--- config.mk ---
export PLATFORM = sky130hd
export DESIGN_NAME = timer_soc_top
export DESIGN_NICKNAME = d
export VERILOG_FILES = /design/src/design/soc_timing_pkg.sv /design/src/design/soc_map_pkg.sv /design/src/design/timer_soc_top.sv /design/src/design/mmio_read_mux.sv /design/src/design/countdown_timer.sv /design/src/design/time_base.sv /design/src/design/mmio_decoder.sv /design/src/design/reset_hold.sv
export SDC_FILE = /design/constraint.sdc
export NUM_CORES = 1
export LEC_CHECK = 0
export ABC_AREA = 1
export BUFFER_PORTS_ARGS = -buffer_cell sky130_fd_sc_hd__buf_4
export CAP_MARGIN = 20
export CORE_MARGIN = 2
export CORE_UTILIZATION = 55
export CTS_CLUSTER_SIZE = 16
export DETAILED_ROUTE_END_ITERATION = 10
export GPL_ROUTABILITY_DRIVEN = 0
export PLACE_DENSITY = 0.77
export SLEW_MARGIN = 20
export SYNTH_ARGS = -nofsm -noshare
export SYNTH_HDL_FRONTEND = slang
export SYNTH_HIERARCHICAL = 1
export SYNTH_SLANG_ARGS = --single-unit
--- constraint.sdc ---
create_clock -name clk -period 2 [get_ports clk]
set_clock_uncertainty 0.05 [all_clocks]
set_input_delay 0 -clock clk [delete_from_list [all_inputs] [get_ports clk]]
set_output_delay 0 -clock clk [all_outputs]
set_load 0.005 [all_outputs]
--- src/design/soc_timing_pkg.sv ---
package soc_timing_pkg;

    // ==============================
    // Counter widths
    // ==============================
    localparam int TIMER_W = 32;   // Countdown value, in microseconds
    localparam int PPS_W   = 16;   // PPS edges since reset, wraps

    // ==============================
    // Reset stretch
    // ==============================
    // Cycles the internal reset stays low after a soft reset;
    // long enough to let every block settle at its reset value
    localparam int RESET_HOLD = 32;

endpackage

--- src/design/soc_map_pkg.sv ---
package soc_map_pkg;

    // ==============================
    // Bus geometry
    // ==============================
    localparam int ADDR_W = 28;                   // Bus address width
    localparam int DATA_W = 32;                   // Bus data width
    localparam int PAGE_W = 21;                   // Page field, addr[27:7]
    localparam int SLOT_W = 5;                    // Slot field, addr[6:2]
    localparam int BYTE_W = 2;                    // Byte field, addr[1:0]

    localparam logic [PAGE_W-1:0] PERI_PAGE = 21'h10_0000;  // Peripheral page at 0x800_0000

    // ==============================
    // Slot map
    // ==============================
    // Timers take slots 0 .. NUM_TIMERS-1
    localparam int                MAX_TIMERS   = 15;
    localparam logic [SLOT_W-1:0] SLOT_SYSINFO = 5'd15;  // Chip info, soft reset on write

    localparam logic [7:0] SOFT_RESET_KEY = 8'hA5;       // Low byte of a SYS_INFO write
    localparam logic [7:0] CHIP_ID        = 8'h01;
    localparam logic [7:0] VERSION        = 8'h10;       // Major in high nibble

    localparam logic [DATA_W-1:0] UNMAPPED_READ = '1;    // Open bus reads as ones

    // Address word, whole or split into page, slot and byte offset
    typedef union packed {
        logic [ADDR_W-1:0] raw;
        struct packed {
            logic [PAGE_W-1:0] page;
            logic [SLOT_W-1:0] slot;
            logic [BYTE_W-1:0] byte_ofs;   // Must be zero, word access only
        } f;
    } bus_addr_u;

endpackage
--- src/design/timer_soc_top.sv ---
`timescale 1ns/100ps

module timer_soc_top
    import soc_map_pkg::*;
    import soc_timing_pkg::*;
#(
    parameter int NUM_TIMERS = 4,    // 1 .. MAX_TIMERS
    parameter int TICK_DIV   = 25    // 25 MHz clock gives 1 us ticks
) (
    input  logic                  clk,
    input  logic                  i_ext_rst_n,
    input  logic [ADDR_W-1:0]     i_addr,
    input  logic                  i_wr,
    input  logic [DATA_W-1:0]     i_wdata,
    input  logic                  i_pps,
    output logic [DATA_W-1:0]     o_rdata,
    output logic [NUM_TIMERS-1:0] o_irq
);

    logic                               rst_reg_n;
    logic [NUM_TIMERS-1:0]              timer_wr;
    logic                               soft_reset;
    logic [SLOT_W-1:0]                  rd_slot;
    logic                               rd_valid;
    logic                               tick_1us;
    logic [PPS_W-1:0]                   pps_count;
    logic [NUM_TIMERS-1:0][TIMER_W-1:0] counts;

    // Timers must fit below the SYS_INFO slot
    if (NUM_TIMERS < 1 || NUM_TIMERS > MAX_TIMERS) begin : g_bad_num_timers
        $error("NUM_TIMERS %0d outside 1..%0d", NUM_TIMERS, MAX_TIMERS);
    end

    // ==============================
    // Reset and decode
    // ==============================
    reset_hold u_reset_hold (
        .clk          (clk),
        .i_ext_rst_n  (i_ext_rst_n),
        .i_soft_reset (soft_reset),
        .rst_reg_n    (rst_reg_n)
    );

    mmio_decoder #(.NUM_TIMERS(NUM_TIMERS)) u_decoder (
        .clk          (clk),
        .rst_reg_n    (rst_reg_n),
        .i_addr       (i_addr),
        .i_wr         (i_wr),
        .i_wdata_key  (i_wdata[7:0]),
        .o_timer_wr   (timer_wr),
        .o_soft_reset (soft_reset),
        .o_rd_slot    (rd_slot),
        .o_rd_valid   (rd_valid)
    );

    time_base #(.TICK_DIV(TICK_DIV)) u_time_base (
        .clk         (clk),
        .rst_reg_n   (rst_reg_n),
        .i_pps       (i_pps),
        .o_tick_1us  (tick_1us),
        .o_pps_count (pps_count)
    );

    // ==============================
    // Timer bank
    // ==============================
    for (genvar g = 0; g < NUM_TIMERS; g++) begin : g_timer
        countdown_timer u_timer (
            .clk       (clk),
            .rst_reg_n (rst_reg_n),
            .i_wr      (timer_wr[g]),
            .i_wdata   (i_wdata[TIMER_W-1:0]),   // Full word is the count
            .i_tick    (tick_1us),
            .o_count   (counts[g]),
            .o_irq     (o_irq[g])
        );
    end

    mmio_read_mux #(.NUM_TIMERS(NUM_TIMERS)) u_read_mux (
        .i_rd_slot   (rd_slot),
        .i_rd_valid  (rd_valid),
        .i_counts    (counts),
        .i_pps_count (pps_count),
        .o_rdata     (o_rdata)
    );

endmodule

--- src/design/mmio_read_mux.sv ---
`timescale 1ns/100ps

module mmio_read_mux
    import soc_map_pkg::*;
    import soc_timing_pkg::*;
#(
    parameter int NUM_TIMERS = 4
) (
    input  logic [SLOT_W-1:0]                  i_rd_slot,
    input  logic                               i_rd_valid,    // Address in peripheral page
    input  logic [NUM_TIMERS-1:0][TIMER_W-1:0] i_counts,      // Live count of every timer
    input  logic [PPS_W-1:0]                   i_pps_count,
    output logic [DATA_W-1:0]                  o_rdata        // Same-cycle read data
);

    logic [DATA_W-1:0] sysinfo_word;

    // PPS count high, then chip ID, version in the low byte
    assign sysinfo_word = DATA_W'({i_pps_count, CHIP_ID, VERSION});

    // ==============================
    // Read select
    // ==============================
    always_comb begin
        o_rdata = UNMAPPED_READ;                        // Outside page or empty slot
        if (i_rd_valid) begin
            if (i_rd_slot == SLOT_SYSINFO) begin
                o_rdata = sysinfo_word;
            end else begin
                for (int i = 0; i < NUM_TIMERS; i++) begin
                    if (i_rd_slot == SLOT_W'(i)) begin
                        o_rdata = DATA_W'(i_counts[i]);
                    end
                end
            end
        end
    end

endmodule

--- src/design/countdown_timer.sv ---
`timescale 1ns/100ps

module countdown_timer import soc_timing_pkg::*; (
    input  logic               clk,
    input  logic               rst_reg_n,
    input  logic               i_wr,       // Load strobe for this channel
    input  logic [TIMER_W-1:0] i_wdata,    // New count in ticks
    input  logic               i_tick,     // Microsecond tick
    output logic [TIMER_W-1:0] o_count,
    output logic               o_irq       // Level, held until the next load
);

    logic expire;   // Last tick of a running count

    assign expire = i_tick && (o_count == TIMER_W'(1));

    // ==============================
    // Count and interrupt
    // ==============================
    always_ff @(posedge clk) begin
        if (!rst_reg_n) begin
            o_count <= '0;
            o_irq   <= 1'b0;
        end else if (i_wr) begin
            // Load wins over a tick in the same cycle
            o_count <= i_wdata;
            o_irq   <= 1'b0;                 // Zero load stays idle, no irq
        end else if (i_tick && (o_count != '0)) begin
            o_count <= o_count - 1'b1;
            if (expire) begin
                o_irq <= 1'b1;               // 1 -> 0 step only
            end
        end
    end

    // Interrupt only appears together with an empty counter
    a_irq_on_zero: assert property (
        @(posedge clk) disable iff (!rst_reg_n)
        $rose(o_irq) |-> (o_count == '0)
    ) else $error("timer irq rose with count %0d", o_count);

endmodule

--- src/design/time_base.sv ---
`timescale 1ns/100ps

module time_base import soc_timing_pkg::*; #(
    parameter int TICK_DIV = 25   // Clock cycles per microsecond
) (
    input  logic             clk,
    input  logic             rst_reg_n,
    input  logic             i_pps,         // Asynchronous pulse per second
    output logic             o_tick_1us,    // One cycle in every TICK_DIV
    output logic [PPS_W-1:0] o_pps_count
);

    localparam int DIV_W = (TICK_DIV > 1) ? $clog2(TICK_DIV) : 1;

    logic [DIV_W-1:0] div_cnt;
    logic [1:0]       pps_sync;     // Two-flop synchronizer
    logic             pps_prev;     // Last synchronized level
    logic             pps_rise;

    // ==============================
    // Microsecond divider
    // ==============================
    assign o_tick_1us = (div_cnt == DIV_W'(TICK_DIV - 1));   // Last count before wrap

    always_ff @(posedge clk) begin
        if (!rst_reg_n || o_tick_1us) begin
            div_cnt <= '0;
        end else begin
            div_cnt <= div_cnt + 1'b1;
        end
    end

    // ==============================
    // PPS capture
    // ==============================
    always_ff @(posedge clk) begin
        if (!rst_reg_n) begin
            pps_sync <= '0;
            pps_prev <= 1'b0;
        end else begin
            pps_sync <= {pps_sync[0], i_pps};
            pps_prev <= pps_sync[1];
        end
    end

    assign pps_rise = pps_sync[1] && !pps_prev;   // Edge reaches the count 3 cycles after pin

    always_ff @(posedge clk) begin
        if (!rst_reg_n) begin
            o_pps_count <= '0;
        end else if (pps_rise) begin
            o_pps_count <= o_pps_count + 1'b1;     // Free wrap at 2^PPS_W
        end
    end

endmodule

--- src/design/mmio_decoder.sv ---
`timescale 1ns/100ps

module mmio_decoder import soc_map_pkg::*; #(
    parameter int NUM_TIMERS = 4
) (
    input  logic                  clk,            // Assertion clock only
    input  logic                  rst_reg_n,      // Assertion disable only
    input  logic [ADDR_W-1:0]     i_addr,
    input  logic                  i_wr,           // One-cycle write strobe
    input  logic [7:0]            i_wdata_key,    // Low byte of the write data
    output logic [NUM_TIMERS-1:0] o_timer_wr,     // Load strobe per timer
    output logic                  o_soft_reset,   // Key written to SYS_INFO
    output logic [SLOT_W-1:0]     o_rd_slot,
    output logic                  o_rd_valid      // Address is in the peripheral page
);

    bus_addr_u addr_u;
    logic      page_hit;   // Page matches and access is word aligned
    logic      wr_hit;     // Write into the peripheral page

    assign addr_u.raw = i_addr;

    // ==============================
    // Page match
    // ==============================
    assign page_hit = (addr_u.f.page == PERI_PAGE) && (addr_u.f.byte_ofs == '0);
    assign wr_hit   = page_hit && i_wr;

    // ==============================
    // Write strobes
    // ==============================
    // Timer i sits at slot i
    always_comb begin
        o_timer_wr = '0;
        for (int i = 0; i < NUM_TIMERS; i++) begin
            if (wr_hit && (addr_u.f.slot == SLOT_W'(i))) begin
                o_timer_wr[i] = 1'b1;
            end
        end
    end

    // Any other byte in SYS_INFO is a silent write
    assign o_soft_reset = wr_hit
                          && (addr_u.f.slot == SLOT_SYSINFO)
                          && (i_wdata_key == SOFT_RESET_KEY);

    // ==============================
    // Read side
    // ==============================
    assign o_rd_valid = page_hit;          // Slot range is checked in the read mux
    assign o_rd_slot  = addr_u.f.slot;

    // A single write can only land in one slot
    a_one_target: assert property (
        @(posedge clk) disable iff (!rst_reg_n)
        $onehot0({o_timer_wr, o_soft_reset})
    ) else $error("decoder raised more than one write target");

endmodule

--- src/design/reset_hold.sv ---
`timescale 1ns/100ps

module reset_hold import soc_timing_pkg::*; (
    input  logic clk,
    input  logic i_ext_rst_n,    // Board reset, already synchronous to clk
    input  logic i_soft_reset,   // One-cycle pulse from the decoder
    output logic rst_reg_n       // Internal reset for the whole block
);

    localparam int HOLD_W = $clog2(RESET_HOLD + 1);   // 6 bits for a hold of 32

    logic [HOLD_W-1:0] hold_cnt;   // Nonzero while the soft reset is held

    // ==============================
    // Hold counter
    // ==============================
    always_ff @(posedge clk) begin
        if (!i_ext_rst_n) begin
            hold_cnt <= '0;                             // Board reset cancels any hold
        end else if (i_soft_reset) begin
            hold_cnt <= HOLD_W'(RESET_HOLD);            // Restart hold, even if running
        end else if (hold_cnt != '0) begin
            hold_cnt <= hold_cnt - 1'b1;
        end
    end

    // ==============================
    // Registered reset
    // ==============================
    // One flop after the counter, so the reset falls one edge
    // after the load and stays low RESET_HOLD cycles
    always_ff @(posedge clk) begin
        rst_reg_n <= i_ext_rst_n && (hold_cnt == '0);
    end

    // Counter only ever loads RESET_HOLD and counts down from there
    a_hold_bound: assert property (
        @(posedge clk) disable iff (!i_ext_rst_n)
        hold_cnt <= HOLD_W'(RESET_HOLD)
    ) else $error("reset hold counter above RESET_HOLD: %0d", hold_cnt);

endmodule

==> flow_metrics.py <==
metrics = {
    "outcome": {
        "status": "finished clean",
    },
    "die": {
        "die_width_um": 163,
        "rows": 58,
        "start_util": 0.556,
        "die-area_um2": 26600,
        "core_area_um2": 25000,
        "die_h_um": 163,
        "ioPinCount": 100,
    },
    "clock_tree": {
        "ctsLongestPathBuffers": 2,
        "cts-root-buf": "clkbuf_16",
        "clk_pin_slew_ps": 70,
        "cts_tree": "yes",
        "clock_latency_ps": 450,
        "htree_levels": 4,
        "cts.sinks": 163,
        "cts_buffers": 17,
    },
    "detailed_routing": {
        "antenna_left": 0,
        "drtIter0Drc": 2227,
        "wl_um": 55800,
        "vias": 17700,
        "drc_errors": 0,
        "first_pass_iters": 7,
        "wl_per_cell_um": 18.0,
        "avgViaCountPerCell": 5.72,
    },
    "sta": {
        "finalCritPeriodShare": 0.981,
        "tightestPinTransition_ps": 834,
        "slew_violations": 0,
        "relSlewSlack": 0.443,
        "rsz0062_at_grt": "true",
        "setup_violations": 0,
        "timing.final.ws_setup_ps": 38.9,
        "tns_ps": 0,
        "period_needed_ps": 1960,
        "fmax_mhz": 510,
        "finalHoldViolCount": 0,
    },
    "synthesis": {
        "ys_seq_elements": 163,
        "ys.flop_type": "dfxtp_1",
        "synthDominantCellAreaShare": 0.234,
        "syn_inst": 2532,
        "yosysTopAreaCell": "dfxtp_1",
        "yosysSeqAreaShare": 0.234,
        "syn_nets": 2609,
        "yosys_warnings": 6,
        "syn_area_per_cell_um2": 5.50,
        "ys_types": 38,
        "synth_edf_count": 0,
        "synthArstFlopShare": 0,
        "synth_area_leaders": "dfxtp_1, nand2_1, nor2_1",
        "netlist_area_um2": 13900,
    },
    "layout": {
        "syn2layout_area_growth_pct": 22.1,
        "nets": 2831,
        "layout_common_cells": "nand2_1, nor2_1, inv_1",
        "drive_gt1_frac": 0.143,
        "n_fill_cell": 2254,
        "layout_commonest_cell": "nand2_1",
    },
    "hold_path": {
        "hold_path.class": "input port to flop",
        "hold_depth": 7,
        "worstHoldEndpoint": "u_reset_hold/hold_cnt[5]$_SDFFE_PN0P_",
        "hp-start": "i_wr",
    },
    "critical_path": {
        "critical_path.max_stage_delay_ps": 470,
        "crit_cells": 8,
        "required_ps": 1950,
        "timing.rr.end": "g_timer[2].u_timer/o_count[17]$_SDFFE_PN0P_",
        "critPathKind": "input port to output pin",
        "critPathBufInv": 4,
        "cp_common_cell": "buf_4",
        "arrival_ps": 1910,
        "worstSetupEndpointType": "output pin",
        "r2r-start": "g_timer[2].u_timer/o_count[18]$_SDFFE_PN0P_",
        "rrSetupSlack_ps": 70,
        "reg2reg_depth": 10,
        "start_kind": "input port",
        "crit_slowest_cell": "buf_4",
        "worst_path_dominant_cell_family": "simple AND/OR/NAND/NOR gates",
        "crit_fanout": 60,
        "crit_chain": "buf_4 > buf_4 > nor2_4 > buf_4 > nand4_1 > nand3_1 > o21bai_1 > buf_4",
    },
    "pwr": {
        "power_frac_seq": 0.418,
        "power.internal_uw": 5440,
        "p_leak_uw": 0.00855,
        "total_power_uw": 8210,
        "clkPwrFrac": 0.410,
        "pwr-share-comb": 0.171,
        "p_switching_uw": 2770,
        "power.share.switching": 0.338,
        "irDropWorstVdd_v": 0.000666,
        "p_per_area_nw_per_um2": 483,
    },
    "run": {
        "drv_cap": 0,
    },
    "grt": {
        "grt_pass1_vias": 16100,
        "antenna_found_initial": 0,
        "grt_overflow": 0,
        "grt_max_degree": 78,
        "grt_pass1_wl_um": 85600,
        "track_usage": 0.416,
    },
    "placed_design": {
        "dp_hpwl_um": 40700,
        "dp_slack_ps": -168,
        "numPortBuffers": 99,
    },
}
-- timing repair --
| item | in CTS | in global routing |
|---|---|---|
| cloned | 0 | 1 |
| endpoints found under the hold margin | 131 | 0 |
| hold buffers | 34 | 0 |
| setup buffers | 0 | 2 |
| resized for setup | 4 | 35 |
| endpoints found under the setup margin | 21 | 93 |
| pin swaps | 0 | 1 |
-- layer usage --
| layer | part of all wire | vias to the layer above | global-route usage |
|---|---|---|---|
| met5 | 0.0015 | - | 0.0208 |
| met4 | 0.086 | 2 | 0.298 |
| met3 | 0.15 | 291 | 0.120 |
| met2 | 0.40 | 1200 | 0.611 |
| met1 | 0.36 | 7884 | 0.520 |
| li1 | - | 8353 | - |
-- power groups by stage --
stage          clock network (uW)  logic (uW)  registers, uW
2_1_floorplan                   0         774           3470
3_3_place_gp                    0        1250           3500
3_5_place_dp                    0        1300           3510
4_1_cts                      3380        1350           3430
5_1_grt                      3500        1500           3450
6_report                     3370        1400           3440
-- cell usage after synthesis (2+ instances only) --
| library cell | instances |
|---|---|
| clkinv_2 | 4 |
| and2_1 | 3 |
| o21ai_0 | 56 |
| buf_1 | 9 |
| nand3_2 | 4 |
| nor3_2 | 2 |
| nand2_2 | 15 |
| nand3b_1 | 17 |
| nand2_4 | 7 |
| nor3_1 | 18 |
| ha_1 | 13 |
| nand2_1 | 836 |
| nand3_1 | 256 |
| o21a_1 | 3 |
| buf_6 | 7 |
| clkbuf_1 | 47 |
| or2_2 | 5 |
| inv_1 | 338 |
| a21oi_1 | 67 |
| buf_2 | 21 |
| o21ai_4 | 4 |
| o21bai_1 | 50 |
| dfxtp_1 | 163 |
| nand4_1 | 91 |
| xor2_1 | 16 |
| xnor2_1 | 12 |
| nor2_4 | 12 |
| nor2_8 | 3 |
| nor2_1 | 423 |
| buf_4 | 11 |
| nor2_2 | 12 |
-- through the flow --
| step | std cells | util | cell area (um^2) | hold WS, ps |
|---|---|---|---|---|
| detailed placement | 3028 | 0.635 | 15900 | 138 |
| global placement | 3028 | 0.635 | 15900 | 137 |
| global route | 3097 | 0.678 | 17000 | 180 |
| CTS | 3094 | 0.673 | 16800 | 144 |
| floorplan | 2532 | - | 13900 | 47.6 |
| finish | 3098 | 0.678 | 17000 | 145 |
-- area by class of cell --
cell class | count | area, um^2 | share of cell area
multi-input cells | 1932 | 9020 | 0.531
flip-flops and latches | 163 | 3260 | 0.192
repair buffers | 297 | 2380 | 0.140
inverters | 343 | 1310 | 0.0769
clock buffers | 18 | 429 | 0.0253
well taps | 330 | 413 | 0.0243
clock inverters | 14 | 163 | 0.00958
diodes | 1 | 2.50 | 0.000147
-- worst max path at each step --
stage / to / from / slack (ps)
after floorplan: g_timer[0].u_timer/o_count[17]$_SDFFE_PN0P_ / u_time_base/div_cnt[0]$_SDFF_PP0_ / 90
after global placement: g_timer[2].u_timer/o_count[23]$_SDFFE_PN0P_ / u_time_base/div_cnt[1]$_SDFF_PP0_ / -70
after detailed placement: g_timer[0].u_timer/o_count[17]$_SDFFE_PN0P_ / u_time_base/div_cnt[1]$_SDFF_PP0_ / -170
after CTS: g_timer[2].u_timer/o_count[29]$_SDFFE_PN0P_ / g_timer[2].u_timer/o_count[19]$_SDFFE_PN0P_ / 30
after global routing: g_timer[1].u_timer/o_count[22]$_SDFFE_PN0P_ / g_timer[1].u_timer/o_count[18]$_SDFFE_PN0P_ / -30
final: o_rdata[13] / i_addr[5] / 40
-- worst register-to-register path, delay by kind of cell, from the launching register on --
kind | cells | cell delay, ps
buffers and inverters | 2 | 320
flip-flops | 1 | 340
AND/OR/NAND/NOR | 7 | 960
AO/OA/AOI/OAI | 1 | 220
-- registers in the layout (all words and copies together), names as in the netlist --
name and cells:
u_reset_hold/hold_cnt 6, u_reset_hold/rst_reg_n 1, g_timer.u_timer/o_count 128, u_time_base/o_pps_count 16, u_time_base/pps_prev 1, g_timer.u_timer/o_irq 4, u_time_base/pps_sync 2, u_time_base/div_cnt 5
-- kinds of logic after synthesis --
logic type                 Yosys count  synth area share
DFF                                163             0.234
buffers and inverters              438             0.127
and+or+nand+nor                   1708             0.530
AOI/OAI and AO/OA                  182            0.0787
adders and majority gates           13            0.0117
xor gates and xnor gates            28            0.0176
Power figures use the tool's default switching activity.
